==> src/source/fetch_defs.svh <==
// ~~~~~~~~~~~~~~~~~~~~~~~~~~~~~~~~~~~~~~~~~~~~~~~~~~~~~~~~~~~~
// instruction fetch parameters
// address width, reset vector, decode credits and the
// read response codes of the fetch bus
// ~~~~~~~~~~~~~~~~~~~~~~~~~~~~~~~~~~~~~~~~~~~~~~~~~~~~~~~~~~~~
`ifndef FETCH_DEFS_SVH
`define FETCH_DEFS_SVH

// pc and bus address width
`define FETCH_ADDR_WIDTH 32

// first address fetched after reset
`define FETCH_RESET_PC 32'h8000_0000

// slots decode grants after reset, 1 to 7
`define FETCH_CREDITS 2

// read response codes
`define RESP_OKAY   2'b00
`define RESP_SLVERR 2'b10

`endif

==> src/source/rv_isa_pkg.sv <==
// ~~~~~~~~~~~~~~~~~~~~~~~~~~~~~~~~~~~~~~~~~~~~~~~~~~~~~~~~~~~~
// rv32i instruction set definitions
// opcodes, funct fields and a two-view instruction word
// ~~~~~~~~~~~~~~~~~~~~~~~~~~~~~~~~~~~~~~~~~~~~~~~~~~~~~~~~~~~~
`default_nettype none

package rv_isa_pkg;

	// major opcodes
	localparam logic [6:0] OPC_LUI    = 7'b0110111;
	localparam logic [6:0] OPC_AUIPC  = 7'b0010111;
	localparam logic [6:0] OPC_JAL    = 7'b1101111;
	localparam logic [6:0] OPC_JALR   = 7'b1100111;
	localparam logic [6:0] OPC_BRANCH = 7'b1100011;
	localparam logic [6:0] OPC_LOAD   = 7'b0000011;
	localparam logic [6:0] OPC_STORE  = 7'b0100011;
	localparam logic [6:0] OPC_OP_IMM = 7'b0010011;
	localparam logic [6:0] OPC_OP     = 7'b0110011;
	localparam logic [6:0] OPC_SYSTEM = 7'b1110011;

	// funct3 values
	localparam logic [2:0] F3_JALR  = 3'b000;
	localparam logic [2:0] F3_BEQ   = 3'b000;
	localparam logic [2:0] F3_BNE   = 3'b001;
	localparam logic [2:0] F3_BLT   = 3'b100;
	localparam logic [2:0] F3_BGE   = 3'b101;
	localparam logic [2:0] F3_BLTU  = 3'b110;
	localparam logic [2:0] F3_BGEU  = 3'b111;
	localparam logic [2:0] F3_LB    = 3'b000;
	localparam logic [2:0] F3_LH    = 3'b001;
	localparam logic [2:0] F3_LW    = 3'b010;
	localparam logic [2:0] F3_LBU   = 3'b100;
	localparam logic [2:0] F3_LHU   = 3'b101;
	localparam logic [2:0] F3_SB    = 3'b000;
	localparam logic [2:0] F3_SH    = 3'b001;
	localparam logic [2:0] F3_SW    = 3'b010;
	localparam logic [2:0] F3_SLLI  = 3'b001;
	localparam logic [2:0] F3_SRLI  = 3'b101;
	localparam logic [2:0] F3_PRIV  = 3'b000;
	localparam logic [2:0] F3_CSRRW = 3'b001;
	localparam logic [2:0] F3_CSRRS = 3'b010;

	// funct7 for shifts, imm12 for privileged words
	localparam logic [6:0]  F7_BASE    = 7'b0000000;
	localparam logic [6:0]  F7_ALT     = 7'b0100000;
	localparam logic [11:0] IMM_ECALL  = 12'h000;
	localparam logic [11:0] IMM_EBREAK = 12'h001;
	localparam logic [11:0] IMM_MRET   = 12'h302;

	typedef struct packed {
		logic [6:0] funct7;
		logic [4:0] rs2;
		logic [4:0] rs1;
		logic [2:0] funct3;
		logic [4:0] rd;
		logic [6:0] opcode;
	} rv_r_fmt_t;

	typedef struct packed {
		logic [11:0] imm;
		logic [4:0]  rs1;
		logic [2:0]  funct3;
		logic [4:0]  rd;
		logic [6:0]  opcode;
	} rv_i_fmt_t;

	// one word, seen as r-type or i-type
	typedef union packed {
		rv_r_fmt_t r;
		rv_i_fmt_t i;
	} rv_inst_t;

endpackage

`default_nettype wire

==> src/source/fetch_bus_pkg.sv <==
// ~~~~~~~~~~~~~~~~~~~~~~~~~~~~~~~~~~~~~~~~~~~~~~~~~~~~~~~~~~~~
// fetch bus types
// controller states and the read response field
// ~~~~~~~~~~~~~~~~~~~~~~~~~~~~~~~~~~~~~~~~~~~~~~~~~~~~~~~~~~~~
`default_nettype none

package fetch_bus_pkg;

	// address phase, data phase, hand to decode, wait for credit
	typedef enum logic [1:0] {
		ADDR  = 2'd0,
		DATA  = 2'd1,
		ISSUE = 2'd2,
		HOLD  = 2'd3
	} fetch_state_t;

	// read response, codes in fetch_defs.svh
	typedef logic [1:0] bus_resp_t;

endpackage

`default_nettype wire

==> src/source/pc_sequencer.sv <==
// ~~~~~~~~~~~~~~~~~~~~~~~~~~~~~~~~~~~~~~~~~~~~~~~~~~~~~~~~~~~~
// program counter sequencer
// keeps the fetch pc and one pending redirect, picked by
// priority trap > jump > branch, and steps the pc by four
// ~~~~~~~~~~~~~~~~~~~~~~~~~~~~~~~~~~~~~~~~~~~~~~~~~~~~~~~~~~~~
`timescale 1ns/1ps
`default_nettype none
`include "fetch_defs.svh"

module pc_sequencer (
	input  logic                         clock,
	input  logic                         reset,
	input  logic                         advance_i,
	input  logic                         trap_redirect_i,
	input  logic [`FETCH_ADDR_WIDTH-1:0] trap_target_i,
	input  logic                         jump_i,
	input  logic [`FETCH_ADDR_WIDTH-1:0] jump_target_i,
	input  logic                         branch_taken_i,
	input  logic [`FETCH_ADDR_WIDTH-1:0] branch_target_i,
	output logic [`FETCH_ADDR_WIDTH-1:0] fetch_pc_o
);

	// pc of the last address transfer
	logic [`FETCH_ADDR_WIDTH-1:0] pc;
	logic [`FETCH_ADDR_WIDTH-1:0] pc_plus_4;
	logic [`FETCH_ADDR_WIDTH-1:0] pend_target;
	logic [`FETCH_ADDR_WIDTH-1:0] new_target;
	// 0 none, 1 branch, 2 jump, 3 trap or reset vector
	logic [1:0]                   pend_prio;
	logic [1:0]                   new_prio;

	assign pc_plus_4 = pc + `FETCH_ADDR_WIDTH'(4);
	assign fetch_pc_o = (pend_prio != 2'd0) ? pend_target : pc_plus_4;

	// strongest redirect of this cycle
	always_comb begin
		new_prio = 2'd0;
		new_target = branch_target_i;
		if (trap_redirect_i) begin
			new_prio = 2'd3;
			new_target = trap_target_i;
		end else if (jump_i) begin
			new_prio = 2'd2;
			new_target = jump_target_i;
		end else if (branch_taken_i) begin
			new_prio = 2'd1;
		end
	end

	// reset vector starts out as the pending target
	always_ff @(posedge clock) begin
		if (reset) begin
			pend_prio <= 2'd3;
			pend_target <= `FETCH_RESET_PC;
		end else if (advance_i) begin
			// a pulse in the transfer cycle waits for the next fetch
			pend_prio <= new_prio;
			pend_target <= new_target;
		end else if (new_prio != 2'd0 && new_prio >= pend_prio) begin
			pend_prio <= new_prio;
			pend_target <= new_target;
		end
	end

	always_ff @(posedge clock) begin
		if (advance_i) begin
			pc <= fetch_pc_o;
		end
	end

endmodule

`default_nettype wire

==> src/source/inst_legality.sv <==
// ~~~~~~~~~~~~~~~~~~~~~~~~~~~~~~~~~~~~~~~~~~~~~~~~~~~~~~~~~~~~
// instruction legality check
// flags any word outside the implemented rv32i subset
// ~~~~~~~~~~~~~~~~~~~~~~~~~~~~~~~~~~~~~~~~~~~~~~~~~~~~~~~~~~~~
`timescale 1ns/1ps
`default_nettype none

module inst_legality import rv_isa_pkg::*; (
	input  rv_inst_t inst_i,
	output logic     illegal_o
);

	logic legal;
	logic sys_exact;

	// ecall, ebreak and mret carry zero rd and rs1
	assign sys_exact = (inst_i.i.funct3 == F3_PRIV) && (inst_i.i.rd == 5'd0)
		&& (inst_i.i.rs1 == 5'd0)
		&& (inst_i.i.imm == IMM_ECALL || inst_i.i.imm == IMM_EBREAK
			|| inst_i.i.imm == IMM_MRET);

	always_comb begin
		legal = 1'b0;
		case (inst_i.r.opcode)
			OPC_LUI, OPC_AUIPC, OPC_JAL: legal = 1'b1;
			OPC_JALR: legal = (inst_i.i.funct3 == F3_JALR);
			OPC_BRANCH: begin
				case (inst_i.r.funct3)
					F3_BEQ, F3_BNE, F3_BLT, F3_BGE, F3_BLTU, F3_BGEU: legal = 1'b1;
					default: legal = 1'b0;
				endcase
			end
			OPC_LOAD: begin
				case (inst_i.i.funct3)
					F3_LB, F3_LH, F3_LW, F3_LBU, F3_LHU: legal = 1'b1;
					default: legal = 1'b0;
				endcase
			end
			OPC_STORE: begin
				case (inst_i.r.funct3)
					F3_SB, F3_SH, F3_SW: legal = 1'b1;
					default: legal = 1'b0;
				endcase
			end
			OPC_OP_IMM: begin
				// shift amounts sit in rs2, funct7 picks the shift kind
				if (inst_i.r.funct3 == F3_SLLI) begin
					legal = (inst_i.r.funct7 == F7_BASE);
				end else if (inst_i.r.funct3 == F3_SRLI) begin
					legal = (inst_i.r.funct7 == F7_BASE) || (inst_i.r.funct7 == F7_ALT);
				end else begin
					legal = 1'b1;
				end
			end
			OPC_OP: legal = 1'b1;
			OPC_SYSTEM: begin
				legal = (inst_i.i.funct3 == F3_CSRRW) || (inst_i.i.funct3 == F3_CSRRS)
					|| sys_exact;
			end
			default: legal = 1'b0;
		endcase
	end

	assign illegal_o = ~legal;

endmodule

`default_nettype wire

==> src/source/fetch_controller.sv <==
// ~~~~~~~~~~~~~~~~~~~~~~~~~~~~~~~~~~~~~~~~~~~~~~~~~~~~~~~~~~~~
// fetch controller
// one read at a time over the fetch bus, credit count toward
// decode, registered word, pc and flags for delivery
// ~~~~~~~~~~~~~~~~~~~~~~~~~~~~~~~~~~~~~~~~~~~~~~~~~~~~~~~~~~~~
`timescale 1ns/1ps
`default_nettype none
`include "fetch_defs.svh"

module fetch_controller import fetch_bus_pkg::*; import rv_isa_pkg::*; (
	input  logic                         clock,
	input  logic                         reset,
	output logic [`FETCH_ADDR_WIDTH-1:0] ar_addr_o,
	output logic                         ar_valid_o,
	input  logic                         ar_ready_i,
	input  logic [31:0]                  r_data_i,
	input  bus_resp_t                    r_resp_i,
	input  logic                         r_valid_i,
	output logic                         r_ready_o,
	input  logic                         credit_i,
	output logic                         inst_valid_o,
	output logic [31:0]                  inst_o,
	output logic [`FETCH_ADDR_WIDTH-1:0] inst_pc_o,
	output logic                         inst_fault_o,
	output rv_inst_t                     raw_inst_o,
	input  logic                         illegal_i,
	output logic                         inst_illegal_o,
	input  logic                         trap_redirect_i,
	input  logic [`FETCH_ADDR_WIDTH-1:0] trap_target_i,
	input  logic                         jump_i,
	input  logic [`FETCH_ADDR_WIDTH-1:0] jump_target_i,
	input  logic                         branch_taken_i,
	input  logic [`FETCH_ADDR_WIDTH-1:0] branch_target_i
);

	fetch_state_t                 state;
	fetch_state_t                 state_next;
	logic [2:0]                   credit_cnt;
	logic [2:0]                   credit_next;
	logic                         ar_fire;
	logic                         r_fire;
	logic                         resp_ok;
	logic [`FETCH_ADDR_WIDTH-1:0] req_pc;

	assign ar_valid_o = (state == ADDR);
	assign r_ready_o = (state == DATA);
	assign inst_valid_o = (state == ISSUE);
	assign ar_fire = ar_valid_o & ar_ready_i;
	assign r_fire = r_valid_i & r_ready_o;
	assign resp_ok = (r_resp_i == `RESP_OKAY);
	assign raw_inst_o = r_data_i;

	// a credit back in the delivery cycle still counts
	assign credit_next = credit_cnt - {2'b00, inst_valid_o} + {2'b00, credit_i};

	always_comb begin
		state_next = state;
		case (state)
			ADDR: if (ar_fire) state_next = DATA;
			DATA: if (r_fire) state_next = ISSUE;
			ISSUE: state_next = (credit_next != 3'd0) ? ADDR : HOLD;
			// also the state out of reset, credits are full then
			HOLD: if (credit_i || credit_cnt != 3'd0) state_next = ADDR;
			default: state_next = HOLD;
		endcase
	end

	always_ff @(posedge clock) begin
		if (reset) begin
			state <= HOLD;
			credit_cnt <= 3'(`FETCH_CREDITS);
		end else begin
			state <= state_next;
			credit_cnt <= credit_next;
		end
	end

	always_ff @(posedge clock) begin
		if (ar_fire) begin
			req_pc <= ar_addr_o;
		end
		if (r_fire) begin
			inst_o <= r_data_i;
			inst_pc_o <= req_pc;
			inst_fault_o <= ~resp_ok;
			// bad response means the word is not decoded
			inst_illegal_o <= illegal_i & resp_ok;
		end
	end

	pc_sequencer pc_sequencer_inst (
		.clock           (clock),
		.reset           (reset),
		.advance_i       (ar_fire),
		.trap_redirect_i (trap_redirect_i),
		.trap_target_i   (trap_target_i),
		.jump_i          (jump_i),
		.jump_target_i   (jump_target_i),
		.branch_taken_i  (branch_taken_i),
		.branch_target_i (branch_target_i),
		.fetch_pc_o      (ar_addr_o)
	);

endmodule

`default_nettype wire

==> src/source/inst_fetch_top.sv <==
// ~~~~~~~~~~~~~~~~~~~~~~~~~~~~~~~~~~~~~~~~~~~~~~~~~~~~~~~~~~~~
// instruction fetch stage
// fetch controller with its legality check beside it
// ~~~~~~~~~~~~~~~~~~~~~~~~~~~~~~~~~~~~~~~~~~~~~~~~~~~~~~~~~~~~
`timescale 1ns/1ps
`default_nettype none
`include "fetch_defs.svh"

module inst_fetch_top import fetch_bus_pkg::*; import rv_isa_pkg::*; (
	input  logic                         clock,
	input  logic                         reset,
	output logic [`FETCH_ADDR_WIDTH-1:0] ar_addr_o,
	output logic                         ar_valid_o,
	input  logic                         ar_ready_i,
	input  logic [31:0]                  r_data_i,
	input  bus_resp_t                    r_resp_i,
	input  logic                         r_valid_i,
	output logic                         r_ready_o,
	input  logic                         credit_i,
	output logic                         inst_valid_o,
	output logic [31:0]                  inst_o,
	output logic [`FETCH_ADDR_WIDTH-1:0] inst_pc_o,
	output logic                         inst_fault_o,
	output logic                         inst_illegal_o,
	input  logic                         trap_redirect_i,
	input  logic [`FETCH_ADDR_WIDTH-1:0] trap_target_i,
	input  logic                         jump_i,
	input  logic [`FETCH_ADDR_WIDTH-1:0] jump_target_i,
	input  logic                         branch_taken_i,
	input  logic [`FETCH_ADDR_WIDTH-1:0] branch_target_i
);

	// word at the data transfer and its check result
	rv_inst_t raw_inst;
	logic     raw_illegal;

	fetch_controller fetch_controller_inst (
		.clock           (clock),
		.reset           (reset),
		.ar_addr_o       (ar_addr_o),
		.ar_valid_o      (ar_valid_o),
		.ar_ready_i      (ar_ready_i),
		.r_data_i        (r_data_i),
		.r_resp_i        (r_resp_i),
		.r_valid_i       (r_valid_i),
		.r_ready_o       (r_ready_o),
		.credit_i        (credit_i),
		.inst_valid_o    (inst_valid_o),
		.inst_o          (inst_o),
		.inst_pc_o       (inst_pc_o),
		.inst_fault_o    (inst_fault_o),
		.raw_inst_o      (raw_inst),
		.illegal_i       (raw_illegal),
		.inst_illegal_o  (inst_illegal_o),
		.trap_redirect_i (trap_redirect_i),
		.trap_target_i   (trap_target_i),
		.jump_i          (jump_i),
		.jump_target_i   (jump_target_i),
		.branch_taken_i  (branch_taken_i),
		.branch_target_i (branch_target_i)
	);

	inst_legality inst_legality_inst (
		.inst_i    (raw_inst),
		.illegal_o (raw_illegal)
	);

endmodule

`default_nettype wire

==> config.mk <==
export PLATFORM = sky130hd
export DESIGN_NAME = inst_fetch_top
export DESIGN_NICKNAME = d
export VERILOG_FILES = /design/src/source/rv_isa_pkg.sv /design/src/source/fetch_bus_pkg.sv /design/src/source/pc_sequencer.sv /design/src/source/inst_legality.sv /design/src/source/fetch_controller.sv /design/src/source/inst_fetch_top.sv
export VERILOG_INCLUDE_DIRS = /design/src /design/src/source
export SDC_FILE = /design/constraint.sdc
export NUM_CORES = 1
export LEC_CHECK = 0
export ABC_CLOCK_PERIOD_IN_PS = 3600
export BUFFER_PORTS_ARGS = -buffer_cell sky130_fd_sc_hd__buf_2
export CORE_ASPECT_RATIO = 0.75
export CORE_MARGIN = 4
export CORE_UTILIZATION = 49
export DETAILED_ROUTE_END_ITERATION = 10
export PLACE_DENSITY = 0.8
export SETUP_SLACK_MARGIN = 0.5
export SYNTH_ARGS = -nofsm -noshare
export SYNTH_HDL_FRONTEND = slang
export SYNTH_SLANG_ARGS = --single-unit
==> constraint.sdc <==
create_clock -name clock -period 3.6 [get_ports clock]
set_clock_uncertainty 0.2 [all_clocks]
set_input_delay 0.36 -clock clock [delete_from_list [all_inputs] [get_ports clock]]
set_output_delay 0.36 -clock clock [all_outputs]
set_load 0.01 [all_outputs]
==> reports/metrics.csv, run 1 <==
metric,value,unit
run_status,finished clean,
grt_setup_unrepaired,yes,
synth.lib_cells_used.distinct,41,
synth.yosys.seq_area_share,59.78,%
maxSlewViolCount,0,
worst_min_path_class,in -> reg,
drt_iter0_drc,350,
crit_path_max_fanout,8,
cpLargestDelayFamily,simple AND/OR/NAND/NOR gates,
final_min_period_over_clock_period,81.31,%
synth_top_area_share,47.25,%
top_cell_type_by_total_area_after_synthesis,sky130_fd_sc_hd__edfxtp_1,
drt_first_pass_iters,7,
worst_ep_required,3.04,ns
synth-edff-count,98,
clk-insertion-delay-late,0.41,ns
globalRouteOverflowTotal,0,
synth_cells,541,
grt_use_total,23.28,%
routed-via-count,5263,
criticalPathCategory,reg -> out,
placement.setup.worst_slack,0.7567,ns
worst_r2r_path_depth,10,
crit_buf_inv,2,
timing.setup.tns,0,ns
drive_gt1_share,35.56,%
cts_inserted_buffers,17,
route.detailed.wl_per_inst,17.42,µm
place_hpwl,12.26,mm
pwr_density_cell,529.7,mW/mm²
area_growth_syn_to_layout,36.96,%
ff2ff_setup_slack,0.92,ns
dieArea,0.01460,mm²
post_synthesis_share_of_cell_area_spent_on_and_or_nand_and_nor_gates,14.32,%
final_common_cell,sky130_fd_sc_hd__buf_2,
final.setup.worst_slack,0.6729,ns
path_common_cell,sky130_fd_sc_hd__nand4_1,
buffer_ports.inserted,238,
die_y,105.6,µm
ant_nets,0,
drv.max_cap_violation_count,0,
clock-root-buffer,sky130_fd_sc_hd__clkbuf_16,
pin_count_of_the_biggest_net_entering_global_routing,68,
initial_antenna_violation_count,0,
synth-seq-cells,137,
yosys-top-cells-area,"sky130_fd_sc_hd__edfxtp_1 (47%), sky130_fd_sc_hd__dfxtp_1 (13%), sky130_fd_sc_hd__mux2i_1 (10%)",
fillers,941,
timing.max_slew.rel_slack,41.19,%
critPathLaunchType,register,
worstMarginPinSlew,0.8821,ns
max-clock-path-buffers,2,
async_flop_share,0,%
gp_congestion,0.8668,
synth.net_count,685,
cts_tree,yes,
worstReg2RegStart,fetch_controller_inst.state[1]$_SDFFE_PP1P_,
synth_ff_type,sky130_fd_sc_hd__edfxtp_1,
via_per_inst,5.316,
post_synth_instance_area,0.006228,mm²
startpoint,fetch_controller_inst.req_pc[3]$_DFFE_PP_,
die_width,138.2,µm
syn-mean-instance-area,11.51,µm²
synth.mux.area_fraction,10.83,%
clkSinkCount,137,
grt_pass1_wl,27.10,mm
area.sequential,0.003724,mm²
fmaxAchievable,0.3416,GHz
number_of_global_route_vias_before_repair,5289,
cpPeakStageDelay,0.40,ns
worst_r2r_endpoint,fetch_controller_inst.state[0]$_SDFFE_PP1P_,
final.min_clock_period,2.927,ns
detail_route.drc_violations,0,
cts-htree-levels,4,
setup_viol,0,
clkSlewWorstSetupHoldPaths,0.06,ns
multi_input_comb_area,0.002392,mm²
layout.cells.most_common_list,"sky130_fd_sc_hd__buf_2 (238), sky130_fd_sc_hd__edfxtp_1 (98), sky130_fd_sc_hd__nor2_1 (75), sky130_fd_sc_hd__mux2i_1 (64), sky130_fd_sc_hd__nand2_1 (44)",
synth_xor_xnor_area_share,4.640,%
crit_cells,8,
antenna-diode-count,0,
final-hold-violation-count,0,
p_leak,0.003749,µW
ys_warnings,0,
fin_util,69.08,%
path_cells,ha_1 -> nand4_1 -> nor3_4 -> buf_12 -> nand4_1 -> xor2_1 -> a21oi_1 -> buf_2,
rows,35,
hold-path-cell-count,1,
critical_path.endpoint,ar_addr_o[26],
timing.critical_path.to_type,output port,
dominant_combinational_cell_family_by_area_after_synthesis,simple AND/OR/NAND/NOR gates,
postRouteWirelength,17.25,mm
nets,955,
max-vdd-ir-drop,365.6,µV
synth-adder-area-share,1.326,%
crit_slowest_cell,sky130_fd_sc_hd__edfxtp_1,
crit_arrival,2.37,ns
initial_utilization,50.44,%
fp.coreArea,0.01235,mm²
synth_compound_area_share,6.770,%
top_level_ports,239,
==> metrics by stage <==
step / cell area, µm² / total power (µW) / hold slack, ns / instances
final: 8531 / 4519 / 0.02836 / 990
after global routing: 8531 / 4706 / 0.007616 / 990
after CTS: 8497 / 4530 / 0.005086 / 988
after detailed placement: 7596 / 2718 / 0.2440 / 928
after global placement: 7596 / 2678 / 0.2236 / 928
after floorplan: 6228 / 2411 / 0.2204 / 541
==> metal layers <==
metal	vias up	track usage [%]	routed length, µm
met2	287	40.60	8741
li1	2492	-	-
met3	28	5.306	1371
met4	0	8.322	286
met5	-	0	0
met1	2456	28.50	6848
==> cells by family after synthesis <==
| family | count (synthesis) |
|---|---|
| AND/OR/NAND/NOR | 186 |
| flip-flops | 137 |
| AO/OA/AOI/OAI | 78 |
| multiplexers | 67 |
| buffers and inverters | 34 |
| XOR/XNOR | 33 |
| adder cells (fa/ha/maj) | 6 |
==> sequential cells by signal (all words and copies together) (netlist names) <==
signal and cells:
fetch_controller_inst.inst_o 32, fetch_controller_inst.inst_pc_o 32, fetch_controller_inst.pc_sequencer_inst.pend_target 32, fetch_controller_inst.req_pc 32, fetch_controller_inst.credit_cnt 3, fetch_controller_inst.pc_sequencer_inst.pend_prio 2
fetch_controller_inst.state 2, fetch_controller_inst.inst_fault_o 1, fetch_controller_inst.inst_illegal_o 1
==> worst register-to-register path: stages (launching register included) <==
cell and delay (ns):
sky130_fd_sc_hd__dfxtp_1 0.41, sky130_fd_sc_hd__nor2b_1 0.25, sky130_fd_sc_hd__ha_1 0.26, sky130_fd_sc_hd__inv_1 0.06, sky130_fd_sc_hd__ha_1 0.14, sky130_fd_sc_hd__inv_1 0.05, sky130_fd_sc_hd__fa_1 0.38, sky130_fd_sc_hd__xnor2_1 0.16
sky130_fd_sc_hd__and4b_1 0.22, sky130_fd_sc_hd__a311oi_1 0.32, sky130_fd_sc_hd__a21oi_1 0.11
==> worst min path at each step <==
stage | start | to | slack, ns
3_5_place_dp | fetch_controller_inst.req_pc[1]$_DFFE_PP_ | fetch_controller_inst.inst_pc_o[1]$_DFFE_PP_ | 0.24
4_1_cts | r_data_i[2] | fetch_controller_inst.inst_o[2]$_DFFE_PP_ | 0.005
3_3_place_gp | fetch_controller_inst.req_pc[0]$_DFFE_PP_ | fetch_controller_inst.inst_pc_o[0]$_DFFE_PP_ | 0.22
2_1_floorplan | fetch_controller_inst.req_pc[0]$_DFFE_PP_ | fetch_controller_inst.inst_pc_o[0]$_DFFE_PP_ | 0.22
5_1_grt | r_data_i[2] | fetch_controller_inst.inst_o[2]$_DFFE_PP_ | 0.008
6_report | r_data_i[14] | fetch_controller_inst.inst_o[14]$_DFFE_PP_ | 0.03
==> synthesized netlist by cell type, types with 5 or more instances <==
cell type and number:
sky130_fd_sc_hd__dfxtp_1 39, sky130_fd_sc_hd__nor2_1 76, sky130_fd_sc_hd__nand2_1 44, sky130_fd_sc_hd__inv_1 9, sky130_fd_sc_hd__ha_1 5, sky130_fd_sc_hd__xnor2_1 10
sky130_fd_sc_hd__clkbuf_1 16, sky130_fd_sc_hd__nand2b_1 7, sky130_fd_sc_hd__nand3_1 17, sky130_fd_sc_hd__o21ai_0 34, sky130_fd_sc_hd__a21oi_1 33, sky130_fd_sc_hd__nor4_1 8
sky130_fd_sc_hd__nand4_1 10, sky130_fd_sc_hd__buf_2 5, sky130_fd_sc_hd__xor2_1 23, sky130_fd_sc_hd__mux2i_1 64, sky130_fd_sc_hd__edfxtp_1 98
==> power breakdown <==
group / switching (µW) / total (µW) / internal (µW)
Combinational: 423 / 758 / 335
Clock: 697 / 1800 / 1100
Sequential: 89.0 / 1960 / 1870
Total: 1210 / 4520 / 3310
==> final cells by class <==
cell class	instances	share of cell area [%]
flip-flops and latches	137	43.65
multi-input cells	370	28.04
repair buffers	276	18.25
clock buffers	17	4.987
well taps	166	2.435
clock inverters	15	2.244
inverters	9	0.3960
==> timing repair <==
action	in CTS	in global routing
hold buffers	27	0
gates resized for setup	1	1
endpoints found under the setup margin	9	10
endpoints found under the hold margin	27	0
pin swaps	2	1
setup buffers	1	2
Power figures use the tool's default switching activity.
==> run 2, diff against run 1 <==
--- a/config.mk
+++ b/config.mk
@@ -6,7 +6,7 @@
 export SDC_FILE = /design/constraint.sdc
 export NUM_CORES = 1
 export LEC_CHECK = 0
-export ABC_CLOCK_PERIOD_IN_PS = 3600
+export ABC_CLOCK_PERIOD_IN_PS = 2900
 export BUFFER_PORTS_ARGS = -buffer_cell sky130_fd_sc_hd__buf_2
 export CORE_ASPECT_RATIO = 0.75
 export CORE_MARGIN = 4
==> constraint.sdc (replaced) <==
create_clock -name clock -period 2.9 [get_ports clock]
set_clock_uncertainty 0.2 [all_clocks]
set_input_delay 0.29 -clock clock [delete_from_list [all_inputs] [get_ports clock]]
set_output_delay 0.29 -clock clock [all_outputs]
set_load 0.01 [all_outputs]
==> reports/metrics.csv, run 2 (synthesis gave the netlist of run 1 again) <==
metric,value,unit,change
run_status,finished clean,,unchanged
final-hold-violation-count,0,,unchanged
number_of_global_route_vias_before_repair,5652,,was 5289
die_y,105.6,µm,unchanged
final_min_period_over_clock_period,93.75,%,
timing.critical_path.to_type,output port,,unchanged
layout.cells.most_common_list,"sky130_fd_sc_hd__buf_2 (237), sky130_fd_sc_hd__edfxtp_1 (98), sky130_fd_sc_hd__nor2_1 (72), sky130_fd_sc_hd__mux2i_1 (64), sky130_fd_sc_hd__buf_4 (44)",,"was sky130_fd_sc_hd__buf_2 (238), sky130_fd_sc_hd__edfxtp_1 (98), sky130_fd_sc_hd__nor2_1 (75), sky130_fd_sc_hd__mux2i_1 (64), sky130_fd_sc_hd__nand2_1 (44)"
area_growth_syn_to_layout,50.08,%,was 36.96%
nets,1013,,was 955
max-clock-path-buffers,2,,unchanged
via_per_inst,5.342,,was 5.316
die_width,138.2,µm,unchanged
power.switching_fraction,28.95,%,was 26.75%
worst_ep_required,2.41,ns,was 3.04 ns
multi_input_comb_area,0.002733,mm²,was 0.002392 mm²
p_leak,0.004107,µW,was 0.003749 µW
power.sequential.fraction,43.2,%,was 43.4%
dieArea,0.01460,mm²,unchanged
critPathLaunchType,register,,unchanged
drv.max_cap_violation_count,0,,unchanged
worst_min_path_class,in -> reg,,unchanged
gp_congestion,0.8073,,was 0.8668
initial_utilization,50.44,%,unchanged
crit_path_max_fanout,8,,unchanged
grt_setup_unrepaired,yes,,unchanged
grt_use_total,25.18,%,was 23.28%
cts_tree,yes,,unchanged
criticalPathCategory,reg -> out,,unchanged
top_level_ports,239,,unchanged
drt_first_pass_iters,6,,was 7
startpoint,fetch_controller_inst.req_pc[2]$_DFFE_PP_,,was fetch_controller_inst.req_pc[3]$_DFFE_PP_
rows,35,,unchanged
initial_antenna_violation_count,1,,was 0
pwr_density_cell,600.4,mW/mm²,was 529.7 mW/mm²
maxSlewViolCount,0,,unchanged
total_switching_power,1625,µW,was 1209 µW
timing.max_slew.rel_slack,48.99,%,was 41.19%
critical_path.endpoint,ar_addr_o[20],,was ar_addr_o[26]
hold_path_startpoint,trap_target_i[31],,was r_data_i[14]
final_common_cell,sky130_fd_sc_hd__buf_2,,unchanged
postRouteWirelength,19.14,mm,was 17.25 mm
hold-worst-slack,0.02964,ns,was 0.02836 ns
worst_r2r_path_depth,12,,was 10
drive_gt1_share,45.46,%,was 35.56%
gr-max-usage-layer,met2,,unchanged
buffer_ports.inserted,238,,unchanged
cts-htree-levels,4,,unchanged
timing.setup.tns,0,ns,unchanged
setup_viol,0,,unchanged
met2_grt_util,43.45,%,was 40.60%
cts_inserted_buffers,17,,unchanged
detail_route.drc_violations,0,,unchanged
clkPwrFrac,36.2,%,was 39.9%
route.detailed.wl_per_inst,18.25,µm,was 17.42 µm
fin_cells,1049,,was 990
ant_nets,0,,unchanged
final.min_clock_period,2.719,ns,
drt_iter0_drc,388,,was 350
area.sequential,0.003731,mm²,was 0.003724 mm²
place_hpwl,12.17,mm,was 12.26 mm
worstReg2RegStart,fetch_controller_inst.req_pc[2]$_DFFE_PP_,,was fetch_controller_inst.state[1]$_SDFFE_PP1P_
clkSlewWorstSetupHoldPaths,0.06,ns,about the same
max-vdd-ir-drop,505.2,µV,was 365.6 µV
crit_arrival,2.23,ns,was 2.37 ns
pin_count_of_the_biggest_net_entering_global_routing,68,,unchanged
grt_pass1_wl,29.24,mm,was 27.10 mm
globalRouteOverflowTotal,0,,unchanged
power,5612,µW,was 4519 µW
post_place_cells,930,,was 928
clock-root-buffer,sky130_fd_sc_hd__clkbuf_16,,unchanged
grtUsageMet3,6.259,%,was 5.306%
fillers,793,,was 941
fmaxAchievable,0.3678,GHz,
clkSinkCount,137,,unchanged
worst_r2r_endpoint,fetch_controller_inst.req_pc[10]$_DFFE_PP_,,was fetch_controller_inst.state[0]$_SDFFE_PP1P_
fp.coreArea,0.01235,mm²,unchanged
p_comb_share,20.5,%,was 16.8%
worstMarginPinSlew,0.7651,ns,was 0.8821 ns
routed-via-count,5604,,was 5263
clk-insertion-delay-late,0.41,ns,about the same
internal-power,3987,µW,was 3310 µW
ff2ff_setup_slack,0.39,ns,was 0.92 ns
globalRouteMet1Util,30.13,%,was 28.50%
-- run 2: worst min path at each step --
stage               depth (start not counted)                                           end  slack (ns)
finish                                      4                                      register        0.03
global route                                4                                      register        0.05
CTS                                         4                                      register        0.01
detailed placement                          0  fetch_controller_inst.inst_pc_o[1]$_DFFE_PP_        0.24
global placement                            0  fetch_controller_inst.inst_pc_o[1]$_DFFE_PP_        0.23
floorplan                                   0     fetch_controller_inst.inst_o[0]$_DFFE_PP_        0.19
-- run 2: worst max-delay path, stage by stage, from the launching register on --
cell and delay [ns]:
sky130_fd_sc_hd__edfxtp_1 0.39, sky130_fd_sc_hd__ha_2 0.20, sky130_fd_sc_hd__nand4_1 0.20, sky130_fd_sc_hd__nor3_4 0.20
sky130_fd_sc_hd__buf_6 0.18, sky130_fd_sc_hd__buf_4 0.13, sky130_fd_sc_hd__nand3_4 0.07, sky130_fd_sc_hd__xor2_2 0.16
sky130_fd_sc_hd__a21oi_2 0.16, sky130_fd_sc_hd__buf_2 0.15
-- run 2: stage by stage --
stage                     instance area [µm²]  setup WS, ns  util (%)
after floorplan                          6246        0.5415         -
after global placement                   7652        0.5050     61.97
after detailed placement                 7652        0.3177     61.97
after CTS                                8990        0.2239     72.80
after global routing                     9348       0.09494     75.69
final                                    9348        0.1814     75.69
-- run 2: power groups by stage --
stage                     Combinational, µW  Sequential [µW]  Clock (µW)
after floorplan                         514             2480           0
after detailed placement                916             2470           0
after CTS                              1040             2420        2060
after global routing                   1250             2440        2160
final                                  1150             2430        2030
after global placement                  885             2460           0
-- run 2: final cells by class --
cell class | count | area share (%)
Antenna cell | 1 | 0.02677
Clock buffer | 17 | 4.551
Multi-Input combinational cell | 371 | 29.23
Timing Repair Buffer | 333 | 22.19
Sequential cell | 137 | 39.91
Clock inverter | 15 | 1.472
Tap cell | 166 | 2.222
Inverter | 9 | 0.3882
-- run 2: per-layer routing --
layer  vias up  share of wire, %
met5         -                 0
met2       315                51
met3        40               8.2
met1      2640                39
li1       2609                 -
met4         0               2.3
-- run 2: timing repair --
action,CTS,global route
setup buffers,36,12
hold buffers,36,0
pin swaps,29,25
setup endpoints to repair,25,35
endpoints found under the hold margin,34,0
resized for setup,37,52
gates cloned,1,1
